--- src/source/mips_pkg.sv ---
`default_nettype none

package mips_pkg;

    localparam int data_w     = 32;
    localparam int reg_addr_w = 5;

    localparam logic [reg_addr_w-1:0] ra_reg      = 5'd31;  // $ra
    localparam logic [data_w-1:0]     link_offset = 32'd8;  // past the delay slot
    localparam logic [data_w-1:0]     nop_instr   = '0;     // sll $0, $0, 0

    // primary opcode field, instr[31:26]
    typedef enum logic [5:0] {
        op_special = 6'b000000,
        op_jal     = 6'b000011,
        op_beq     = 6'b000100,
        op_bne     = 6'b000101,
        op_addi    = 6'b001000,
        op_andi    = 6'b001100,
        op_ori     = 6'b001101,
        op_lui     = 6'b001111,
        op_lb      = 6'b100000,
        op_lh      = 6'b100001,
        op_lw      = 6'b100011,
        op_sb      = 6'b101000,
        op_sh      = 6'b101001,
        op_sw      = 6'b101011
    } opcode_e;

    // R-type function field, instr[5:0]
    typedef enum logic [5:0] {
        funct_sll  = 6'b000000,
        funct_jr   = 6'b001000,
        funct_add  = 6'b100000,
        funct_sub  = 6'b100010,
        funct_and  = 6'b100100,
        funct_or   = 6'b100101,
        funct_slt  = 6'b101010,
        funct_sltu = 6'b101011
    } funct_e;

    typedef enum logic [1:0] {
        wb_alu     = 2'd0,
        wb_mem     = 2'd1,
        wb_pc_link = 2'd2
    } wb_src_e;

    typedef enum logic [1:0] {
        ld_word = 2'd0,
        ld_byte = 2'd1,
        ld_half = 2'd2,
        ld_none = 2'd3
    } load_kind_e;

endpackage

`default_nettype wire

--- src/source/wb_stage_if.sv ---
`timescale 1ns/100ps
`default_nettype none

interface wb_stage_if;

    logic [mips_pkg::data_w-1:0] instr;
    logic [mips_pkg::data_w-1:0] pc;
    logic [mips_pkg::data_w-1:0] alu_out;  // also the load address
    logic [mips_pkg::data_w-1:0] dm_out;   // raw memory word

    modport source (
        output instr,
        output pc,
        output alu_out,
        output dm_out
    );

    modport sink (
        input instr,
        input pc,
        input alu_out,
        input dm_out
    );

endinterface

`default_nettype wire

--- src/source/m_w_reg.sv ---
`timescale 1ns/100ps
`default_nettype none

module m_w_reg (
    input  logic                        clk,
    input  logic                        reset,
    input  logic                        stall,
    input  logic                        flush,
    input  logic [mips_pkg::data_w-1:0] m_instr,
    input  logic [mips_pkg::data_w-1:0] m_pc,
    input  logic [mips_pkg::data_w-1:0] m_alu_out,
    input  logic [mips_pkg::data_w-1:0] m_dm_out,
    wb_stage_if.source                  w
);

    // a bubble decodes as a write to $0, so nothing reaches the register file
    always_ff @(posedge clk) begin
        if (reset || flush) begin  // flush beats stall
            w.instr   <= mips_pkg::nop_instr;
            w.pc      <= '0;
            w.alu_out <= '0;
            w.dm_out  <= '0;
        end else if (!stall) begin
            w.instr   <= m_instr;
            w.pc      <= m_pc;
            w.alu_out <= m_alu_out;
            w.dm_out  <= m_dm_out;
        end
    end

endmodule

`default_nettype wire

--- src/source/cu_w.sv ---
`timescale 1ns/100ps
`default_nettype none

module cu_w (
    wb_stage_if.sink                              w,
    output logic [mips_pkg::reg_addr_w-1:0]       reg_addr,
    output mips_pkg::wb_src_e                     wb_src,
    output mips_pkg::load_kind_e                  load_kind
);

    typedef enum logic [2:0] {
        cls_calc_r,
        cls_calc_i,
        cls_load,
        cls_store,
        cls_branch,
        cls_jump,   // jr
        cls_link,   // jal
        cls_other
    } instr_class_e;

    mips_pkg::opcode_e                op;
    mips_pkg::funct_e                 funct;
    logic [mips_pkg::reg_addr_w-1:0]  rt;
    logic [mips_pkg::reg_addr_w-1:0]  rd;
    instr_class_e                     iclass;

    assign op    = mips_pkg::opcode_e'(w.instr[31:26]);
    assign rt    = w.instr[20:16];
    assign rd    = w.instr[15:11];
    assign funct = mips_pkg::funct_e'(w.instr[5:0]);

    always_comb begin
        case (op)
            mips_pkg::op_special: begin
                case (funct)
                    mips_pkg::funct_add, mips_pkg::funct_sub,
                    mips_pkg::funct_and, mips_pkg::funct_or,
                    mips_pkg::funct_slt, mips_pkg::funct_sltu,
                    mips_pkg::funct_sll:  iclass = cls_calc_r;
                    mips_pkg::funct_jr:   iclass = cls_jump;
                    default:              iclass = cls_other;
                endcase
            end
            mips_pkg::op_ori, mips_pkg::op_andi,
            mips_pkg::op_addi, mips_pkg::op_lui:   iclass = cls_calc_i;
            mips_pkg::op_lw, mips_pkg::op_lb,
            mips_pkg::op_lh:                       iclass = cls_load;
            mips_pkg::op_sw, mips_pkg::op_sb,
            mips_pkg::op_sh:                       iclass = cls_store;
            mips_pkg::op_beq, mips_pkg::op_bne:    iclass = cls_branch;
            mips_pkg::op_jal:                      iclass = cls_link;
            default:                               iclass = cls_other;
        endcase
    end

    always_comb begin
        case (iclass)
            cls_calc_r: begin
                reg_addr = rd;
                wb_src   = mips_pkg::wb_alu;
            end
            cls_calc_i, cls_load: begin
                reg_addr = rt;
                wb_src   = (iclass == cls_load) ? mips_pkg::wb_mem : mips_pkg::wb_alu;
            end
            cls_link: begin
                reg_addr = mips_pkg::ra_reg;
                wb_src   = mips_pkg::wb_pc_link;
            end
            default: begin  // store, branch, jr: nothing to write
                reg_addr = '0;
                wb_src   = mips_pkg::wb_alu;
            end
        endcase
    end

    always_comb begin
        case (op)
            mips_pkg::op_lw: load_kind = mips_pkg::ld_word;
            mips_pkg::op_lb: load_kind = mips_pkg::ld_byte;
            mips_pkg::op_lh: load_kind = mips_pkg::ld_half;
            default:         load_kind = mips_pkg::ld_none;
        endcase
    end

endmodule

`default_nettype wire

--- src/source/wb_data_select.sv ---
`timescale 1ns/100ps
`default_nettype none

module wb_data_select (
    wb_stage_if.sink                      w,
    input  mips_pkg::wb_src_e             wb_src,
    input  mips_pkg::load_kind_e          load_kind,
    output logic [mips_pkg::data_w-1:0]   wb_data
);

    logic [7:0]                  byte_lane;
    logic [15:0]                 half_lane;
    logic [mips_pkg::data_w-1:0] load_data;

    // little-endian lanes picked by the address low bits
    always_comb begin
        case (w.alu_out[1:0])
            2'd0:    byte_lane = w.dm_out[7:0];
            2'd1:    byte_lane = w.dm_out[15:8];
            2'd2:    byte_lane = w.dm_out[23:16];
            default: byte_lane = w.dm_out[31:24];
        endcase
    end

    assign half_lane = w.alu_out[1] ? w.dm_out[31:16] : w.dm_out[15:0];

    always_comb begin
        case (load_kind)
            mips_pkg::ld_byte: load_data = {{24{byte_lane[7]}}, byte_lane};
            mips_pkg::ld_half: load_data = {{16{half_lane[15]}}, half_lane};
            default:           load_data = w.dm_out;  // lw
        endcase
    end

    always_comb begin
        case (wb_src)
            mips_pkg::wb_mem:     wb_data = load_data;
            mips_pkg::wb_pc_link: wb_data = w.pc + mips_pkg::link_offset;
            default:              wb_data = w.alu_out;
        endcase
    end

endmodule

`default_nettype wire

--- src/source/reg_file.sv ---
`timescale 1ns/100ps
`default_nettype none

module reg_file (
    input  logic                            clk,
    input  logic                            reset,
    input  logic [mips_pkg::reg_addr_w-1:0] wr_addr,
    input  logic [mips_pkg::data_w-1:0]     wr_data,
    input  logic [mips_pkg::reg_addr_w-1:0] rd_addr_a,
    input  logic [mips_pkg::reg_addr_w-1:0] rd_addr_b,
    output logic [mips_pkg::data_w-1:0]     rd_data_a,
    output logic [mips_pkg::data_w-1:0]     rd_data_b
);

    localparam int depth = 2 ** mips_pkg::reg_addr_w;

    logic [mips_pkg::data_w-1:0] regs [depth];

    // same-cycle write shows through, $0 always zero
    function automatic logic [mips_pkg::data_w-1:0] read_port(
        input logic [mips_pkg::reg_addr_w-1:0] addr
    );
        logic [mips_pkg::data_w-1:0] value;
        if (addr == '0)
            value = '0;
        else if (addr == wr_addr)
            value = wr_data;  // bypass
        else
            value = regs[addr];
        return value;
    endfunction

    always_ff @(posedge clk) begin
        if (reset) begin
            for (int i = 0; i < depth; i++) begin
                regs[i] <= '0;
            end
        end else if (wr_addr != '0) begin
            regs[wr_addr] <= wr_data;
        end
    end

    always_comb begin
        rd_data_a = read_port(rd_addr_a);
    end

    always_comb begin
        rd_data_b = read_port(rd_addr_b);
    end

endmodule

`default_nettype wire

--- src/source/wb_top.sv ---
`timescale 1ns/100ps
`default_nettype none

module wb_top (
    input  logic                            clk,
    input  logic                            reset,
    input  logic                            stall,
    input  logic                            flush,
    input  logic [mips_pkg::data_w-1:0]     m_instr,
    input  logic [mips_pkg::data_w-1:0]     m_pc,
    input  logic [mips_pkg::data_w-1:0]     m_alu_out,
    input  logic [mips_pkg::data_w-1:0]     m_dm_out,
    input  logic [mips_pkg::reg_addr_w-1:0] rs_addr,
    input  logic [mips_pkg::reg_addr_w-1:0] rt_addr,
    output logic [mips_pkg::data_w-1:0]     rs_data,
    output logic [mips_pkg::data_w-1:0]     rt_data,
    output logic [mips_pkg::reg_addr_w-1:0] w_fwd_addr,
    output logic [mips_pkg::data_w-1:0]     w_fwd_data
);

    wb_stage_if w_stage ();

    mips_pkg::wb_src_e    wb_src;
    mips_pkg::load_kind_e load_kind;

    m_w_reg u_m_w_reg (
        .clk       (clk),
        .reset     (reset),
        .stall     (stall),
        .flush     (flush),
        .m_instr   (m_instr),
        .m_pc      (m_pc),
        .m_alu_out (m_alu_out),
        .m_dm_out  (m_dm_out),
        .w         (w_stage.source)
    );

    // destination doubles as the forwarding address, zero when idle
    cu_w u_cu_w (
        .w         (w_stage.sink),
        .reg_addr  (w_fwd_addr),
        .wb_src    (wb_src),
        .load_kind (load_kind)
    );

    wb_data_select u_wb_data_select (
        .w         (w_stage.sink),
        .wb_src    (wb_src),
        .load_kind (load_kind),
        .wb_data   (w_fwd_data)
    );

    reg_file u_reg_file (
        .clk       (clk),
        .reset     (reset),
        .wr_addr   (w_fwd_addr),
        .wr_data   (w_fwd_data),
        .rd_addr_a (rs_addr),
        .rd_addr_b (rt_addr),
        .rd_data_a (rs_data),
        .rd_data_b (rt_data)
    );

endmodule

`default_nettype wire

--- config.mk ---
export PLATFORM = sky130hd
export DESIGN_NAME = wb_top
export DESIGN_NICKNAME = d
export VERILOG_FILES = /design/src/source/mips_pkg.sv /design/src/source/wb_stage_if.sv /design/src/source/m_w_reg.sv /design/src/source/cu_w.sv /design/src/source/wb_data_select.sv /design/src/source/reg_file.sv /design/src/source/wb_top.sv
export SDC_FILE = /design/constraint.sdc
export NUM_CORES = 2
export LEC_CHECK = 0
export BUFFER_PORTS_ARGS = -buffer_cell sky130_fd_sc_hd__buf_4
export CORE_MARGIN = 1
export CORE_UTILIZATION = 30
export CTS_CLUSTER_DIAMETER = 150
export DETAILED_ROUTE_END_ITERATION = 7
export SYNTH_ARGS = -nofsm -noshare
export SYNTH_HDL_FRONTEND = slang
export SYNTH_SLANG_ARGS = --single-unit
export TNS_END_PERCENT = 50
--- constraint.sdc ---
create_clock -name clk -period 3.8 [get_ports clk]
set_input_delay 0.19 -clock clk [delete_from_list [all_inputs] [get_ports clk]]
set_output_delay 0.19 -clock clk [all_outputs]
set_load 0.005 [all_outputs]
Yosys cells after proc, flatten, opt, wreduce, memory -nomap -nowiden
Memory sizes are Yosys's and may differ from the RTL's.
Cells that the tools add are included.
W data, S select, Z words.

operators by class
  add/subtract/negate cells = 1
  eq/ne operators = 31
  mux-type cells = 22
  reduce and logical (&&, ||, !) cells = 15

operators with widths
  kind                     count
  $mux W32                 5
  $pmux W32 S2             2
  $eq A6 B6 Y1 const B     12
  $add A32 B4 Y32 const B  1
  $reduce_or A32 Y1        1
  $eq A6 B4 Y1 const B     5
  $pmux W8 S3              1
  $pmux W3 S6              1
  $mux W16                 1
  $pmux W5 S3              1
  $eq A6 B3 Y1 const B     2
  $logic_not A6 Y1         2
  $eq A5 B5 Y1             2
  $logic_not A5 Y1         2
  $mux W1                  7
  $reduce_or A7 Y1         1
  $eq A2 B1 Y1 const B     3
  $eq A2 B2 Y1 const B     3
  $eq A6 B2 Y1 const B     1
  $pmux W2 S3              1
  $pmux W3 S2              1
  $reduce_or A3 Y1         2
  $mux W5                  1
  $reduce_bool A5 Y1       1
  9 further kinds          10

word-level totals
  bits in registers = 128
  bits in writable memories = 1024
  bits of input ports = 142
  output and inout bits = 101
  word-level logic and storage cells = 74
  memories kept = 1

memories
  name             words  bits a word  read ports  clocked after Yosys merged registers in  write ports  line            text
  u_reg_file.regs  32     32           2           0                                        32           reg_file.sv:17  logic [mips_pkg::data_w-1:0] regs [depth];

Logic depth before layout (Yosys ltp)
  depth in word-level cells = 13
  gate-level depth with buffers = 13
  depth with buffers taken out = 12

Modules after synthesis
From an unflattened synthesis, not the netlist that was laid out.

unflattened totals
  cells, all modules = 4422
  area total of the unflattened synthesis = 61580.3 um2

by module, submodules not included
  module          instances  cells each  area each (um2)  seq. area each (um2)
  reg_file        1          3694        54872.6          30749.5
  m_w_reg         1          413         4687.0           2562.5
  wb_data_select  1          284         1780.5           0.0
  cu_w            1          31          240.2            0.0

Least setup slack after synthesis
OpenSTA, ideal clock, no wires.

  path kind = register to register
  start point = register u_m_w_reg.w.instr[31]
  end point = memory u_reg_file.regs[30][0] (netlist bit), enable pin
  library setup time = 0.394 ns
  arrival = 3.199 ns
  data required time = 3.406 ns
  setup slack = 0.207 ns
  stages on the path, launching flop included = 10
  path buffers = 1
  clock period less this slack = 3.593 ns
  cell sequence = dfxtp_1 -> buf_6 -> or3b_4 -> o32ai_4 -> a22oi_2 -> or2_0 -> or3_4 -> a21oi_4 -> nand2_4 -> nand2b_1

RTL lines
  element                 line               text
  from (decl)             wb_stage_if.sv:12  output instr,
  from (signal assigned)  m_w_reg.sv:19      w.instr <= mips_pkg::nop_instr;
  from (signal assigned)  m_w_reg.sv:24      w.instr <= m_instr;
  to (decl)               reg_file.sv:17

Worst setup path after layout
  start point = register u_m_w_reg.w.instr[30]
  end point = output port rt_data[26] (netlist bit)

between the ends
  longest elaborated chain between the ends = 10
  elaborated cells between the ends (all ways) = 37
  those cells by class = eq/ne: 21; mux: 9; reduce/logical: 7

RTL lines
  element                                       line                    text
  $eq A6 B4 Y1 (tied with other cells)          cu_w.sv:34              case (op)
  $reduce_or A4 Y1 (tied with other cells)      cu_w.sv:34
  $pmux W3 S6                                   cu_w.sv:34
  $eq A3 B2 Y1 or $eq A3 B1 Y1 (tied branches)  cu_w.sv:58, cu_w.sv:65
  $mux W1 or $reduce_or A2 Y1 (tied branches)   cu_w.sv:65, cu_w.sv:58
  $pmux W2 S2                                   cu_w.sv:58              case (iclass)
  $eq A2 B2 Y1 or $eq A2 B1 Y1 (tied branches)  wb_data_select.sv:36    case (wb_src)
  $pmux W32 S2                                  wb_data_select.sv:36
  $mux W32 *                                    reg_file.sv:26          else if (addr == wr_addr)
  $mux W32 *                                    reg_file.sv:24          if (addr == '0)
  to (decl)                                     wb_top.sv:16            output logic [mips_pkg::data_w-1:0] rt_data,

Mark *: on every way between the ends. The rest lies on a longest branch, timed or not.

==> impl_results.md <==
* Run status: finished, violations left
* Failing checks: setup timing
* Worst hold endpoint: u_m_w_reg.w.instr[3]$_SDFFE_PP0N_
* DRT iter0 DRCs at 5431
* Worst R2R Path Depth at 11
* Met2 WL at roughly 100000 um
* Static leakage at 25.2 nW
* Max Slew Vio Count at 0
* ANT nets after route at 0
* Clock Power Share at 0.378
* Least-Margin Pin Slew at 0.963 ns
* Hold path cells at 3
* Distinct cells, synth at 72
* GPL Wtd Cong at 0.855
* Top cells by count, synth: nor2_1 (1299), edfxtp_1 (1024), mux4_2 (641)
* Mapped Area at 0.0593 mm2
* Initial cell density of the core at 0.303
* Worst r2r src: u_m_w_reg.w.instr[29]$_SDFFE_PP0N_
* Mean Syn Cell Area at 14.1 um2
* Ys async rst share at 0
* Logic pwr share at 0.143
* WL per Instance at around 30 um
* CP max FO at 6
* Post-Synthesis Cells at 4198
* CTS Root Cell: clkbuf_16
* Area of the multi-input gates at about 0.025 mm2
* Top layer in use: met4
* Register area share after synthesis at 0.558
* Core ar. at a little under 0.2 mm2
* Pwr Density at a little over 400 mW/mm2
* Max-slew headroom at 0.358
* EDFF count, synth at 1024
* First-pass GRT wire length at 304000 um
* Via-to-Cell Ratio at roughly 5.6
* Critical Path Source Type: register
* Setup Crit Path Kind: reg -> out
* # IOs at 243
* Die area at ~0.2 mm2
* Cell-internal power at roughly 22 mW
* Final Total Pwr at 29.8 mW
* Count leader, synth: nor2_1
* Largest net degree at the start of global routing at 73
* Clock Tree Buf Depth at 3
* Critical Path Sink Type: output pin
* DRC viols at 0
* CTS tree: yes
* RSZ-0062 raised after global routing: yes
* Metal-1 WL at 78300 um
* Yosys top cell by area: edfxtp_1
* Vias in the first global route at 41552
* Sequential cell area at 0.0331 mm2
* Fillers at 18437
* WP data required at 3.61 ns
* Sw Share at 0.256
* Layout area overhead at 22.1%
* Number of H-tree levels at 3
* Clk sinks at 1142
* Origin of the worst setup path: u_m_w_reg.w.instr[30]$_SDFFE_PP0N_
* Final worst setup slack at -0.186 ns
* Ys Warns at 0
* Largest cells by area after synthesis: edfxtp_1 (52%), mux4_2 (24%), nor2_1 (8.2%)
* DP HPWL at 134000 um
* Max Cap Viol at 0
* Top FF cell, synth: edfxtp_1
* Clock transition at the registers of the reported paths at approximately 0.060 ns
* Port Buffers at 232
* R2r endpoint: u_reg_file.regs[31][6]$_SDFFCE_PN0P_
* Skew-Pair Late Insertion Delay at about 0.77 ns
* Seq cells post-synth at 1142
* Psw at approximately 7.6 mW
* WP data arrival at 3.80 ns
* Total Wirelength at 217000 um
* Placed inst area at 0.0665 mm2
* Detailed Routing Iterations Pass 1 at 6
* GRT Total Usage at 0.214
* Num CTS Buffers at 117
* Sequential power share at 0.480
* Rows at roughly 160
* Reg-to-reg slack, setup at 0.43 ns
* Final hold violations at 0
* Setup Skew at around 0.033 ns
* Die Height at 447 um
* Grt total ovfl at 0
* Synth top area share at 0.519
* Max frequency at 251 MHz
* Net count, final at 4729
* Setup violators final at 64
* IR drop worst, VDD at 0.359 mV
* Worst hold path type: in -> reg
* Design area at around 0.072 mm2
* Fraction of layout cells with a size suffix above 1 at 0.337
* Final min period at approximately 4.0 ns
* N_diodes at 0
* Crit share post-route at 1.05
* Hold path start: stall
* Width of the die at 447 um
* Met3 wire length at around 21000 um
* Initial antenna violation count at 0
* DR vias at 41207
==> flip-flops by register name, summed over array words and instances, names as in the netlist <==
register / cells
u_m_w_reg.w.instr: 22
u_m_w_reg.w.pc: 32
u_m_w_reg.w.dm_out: 32
u_m_w_reg.w.alu_out: 32
u_reg_file.regs: 1024
==> critical path, stage by stage, from the launching register on <==
cell and delay, ns:
dfxtp_4 0.37, or3b_4 0.40, o32ai_4 0.31, buf_6 0.17
a22o_4 0.12, nand4_1 0.16, a2111oi_2 0.42, o311a_2 0.23
buf_12 0.17, clkbuf_16 0.23, mux2_4 0.32, buf_6 0.13
==> cell families (layout without fill, tap and decap cells) <==
logic type               count (synthesis)  in the layout  share of synthesized area
AND/OR/NAND/NOR                       1557           1557                      0.106
flip-flops                            1142           1142                      0.558
multiplexers                           832            832                      0.277
buffers and inverters                  472            928                     0.0328
AO/OA/AOI/OAI                          161            161                     0.0203
XOR/XNOR                                30             30                    0.00443
adder cells (fa/ha/maj)                  3              3                   0.000633
other                                    1             32                  0.0000632
==> timing repair <==
action / CTS / global route
cloned: 2 / 1
setup endpoints to repair: 88 / 83
hold endpoints to repair: 136 / 0
hold buffers: 119 / 0
pin swaps: 16 / 10
gates resized for setup: 164 / 62
buffers inserted: 31 / 2
==> through the flow <==
| step | cells | hold WS, ns | TNS, ns | worst slack, ns | utilization |
|---|---|---|---|---|---|
| after floorplan | 4229 | 0.334 | 0 | 0.207 | - |
| after detailed placement | 6934 | 0.427 | 0 | 0.251 | 0.340 |
| after global placement | 6934 | 0.421 | 0 | 0.243 | 0.340 |
| final | 7309 | 0.0401 | -8.07 | -0.186 | 0.370 |
| after CTS | 7306 | 0.0239 | -6.07 | -0.158 | 0.369 |
| after global routing | 7309 | 0.0638 | -18.14 | -0.332 | 0.370 |
==> power by group through the flow <==
stage	sequential [mW]	clock (mW)	combinational, mW
floorplan	14.5	0	2.18
global placement	14.5	0	3.89
detailed placement	14.6	0	3.91
CTS	14.3	11.3	4.20
global route	14.3	11.8	4.41
finish	14.3	11.2	4.25
==> area by class of cell <==
| cell class | instances | share of cell area |
|---|---|---|
| clock buffers | 158 | 0.0442 |
| well taps | 2624 | 0.0453 |
| clock inverters | 62 | 0.00600 |
| multi-input cells | 2615 | 0.351 |
| inverters | 44 | 0.00238 |
| flip-flops and latches | 1142 | 0.458 |
| repair buffers | 664 | 0.0929 |
==> layer usage <==
layer | up-vias | global-route usage
met3 | 496 | 0.0407
met4 | 0 | 0.114
met5 | - | 0
li1 | 16660 | -
met1 | 21530 | 0.267
met2 | 2521 | 0.352
==> cell usage in the layout (no fill, tap or decap), drive strengths merged, types with 4 or more instances in the layout <==
cell         instances
a211o                4
a211oi               4
a21boi               6
a21o                 9
a21oi               38
a22o                 4
a22oi                5
and2                 4
and3                 6
and4                 4
buf                544
clkbuf             159
clkinv              50
conb                32
dfxtp              118
dlygate4sd3        119
edfxtp            1024
inv                 50
mux2                60
mux2i              131
mux4               641
nand2               85
nand2b              33
nand3               13
nand4                6
nor2              1301
nor2b               17
nor3                56
nor4                 4
o211ai               9
o21ai               35
o221ai              29
or2                  5
or3                  9
or4                  4
xnor2               19
xor2                11
==> worst max-delay path by stage <==
| stage | cells past startpoint | endpoint | slack [ns] |
|---|---|---|---|
| floorplan | 9 | u_reg_file.regs[30][0]$_SDFFCE_PN0P_ | 0.21 |
| global placement | 9 | rs_data[30] | 0.24 |
| detailed placement | 9 | rs_data[30] | 0.25 |
| CTS | 11 | rt_data[0] | -0.16 |
| global route | 11 | rt_data[25] | -0.33 |
| finish | 11 | rt_data[26] | -0.19 |
(Power assumes the default switching activity.)
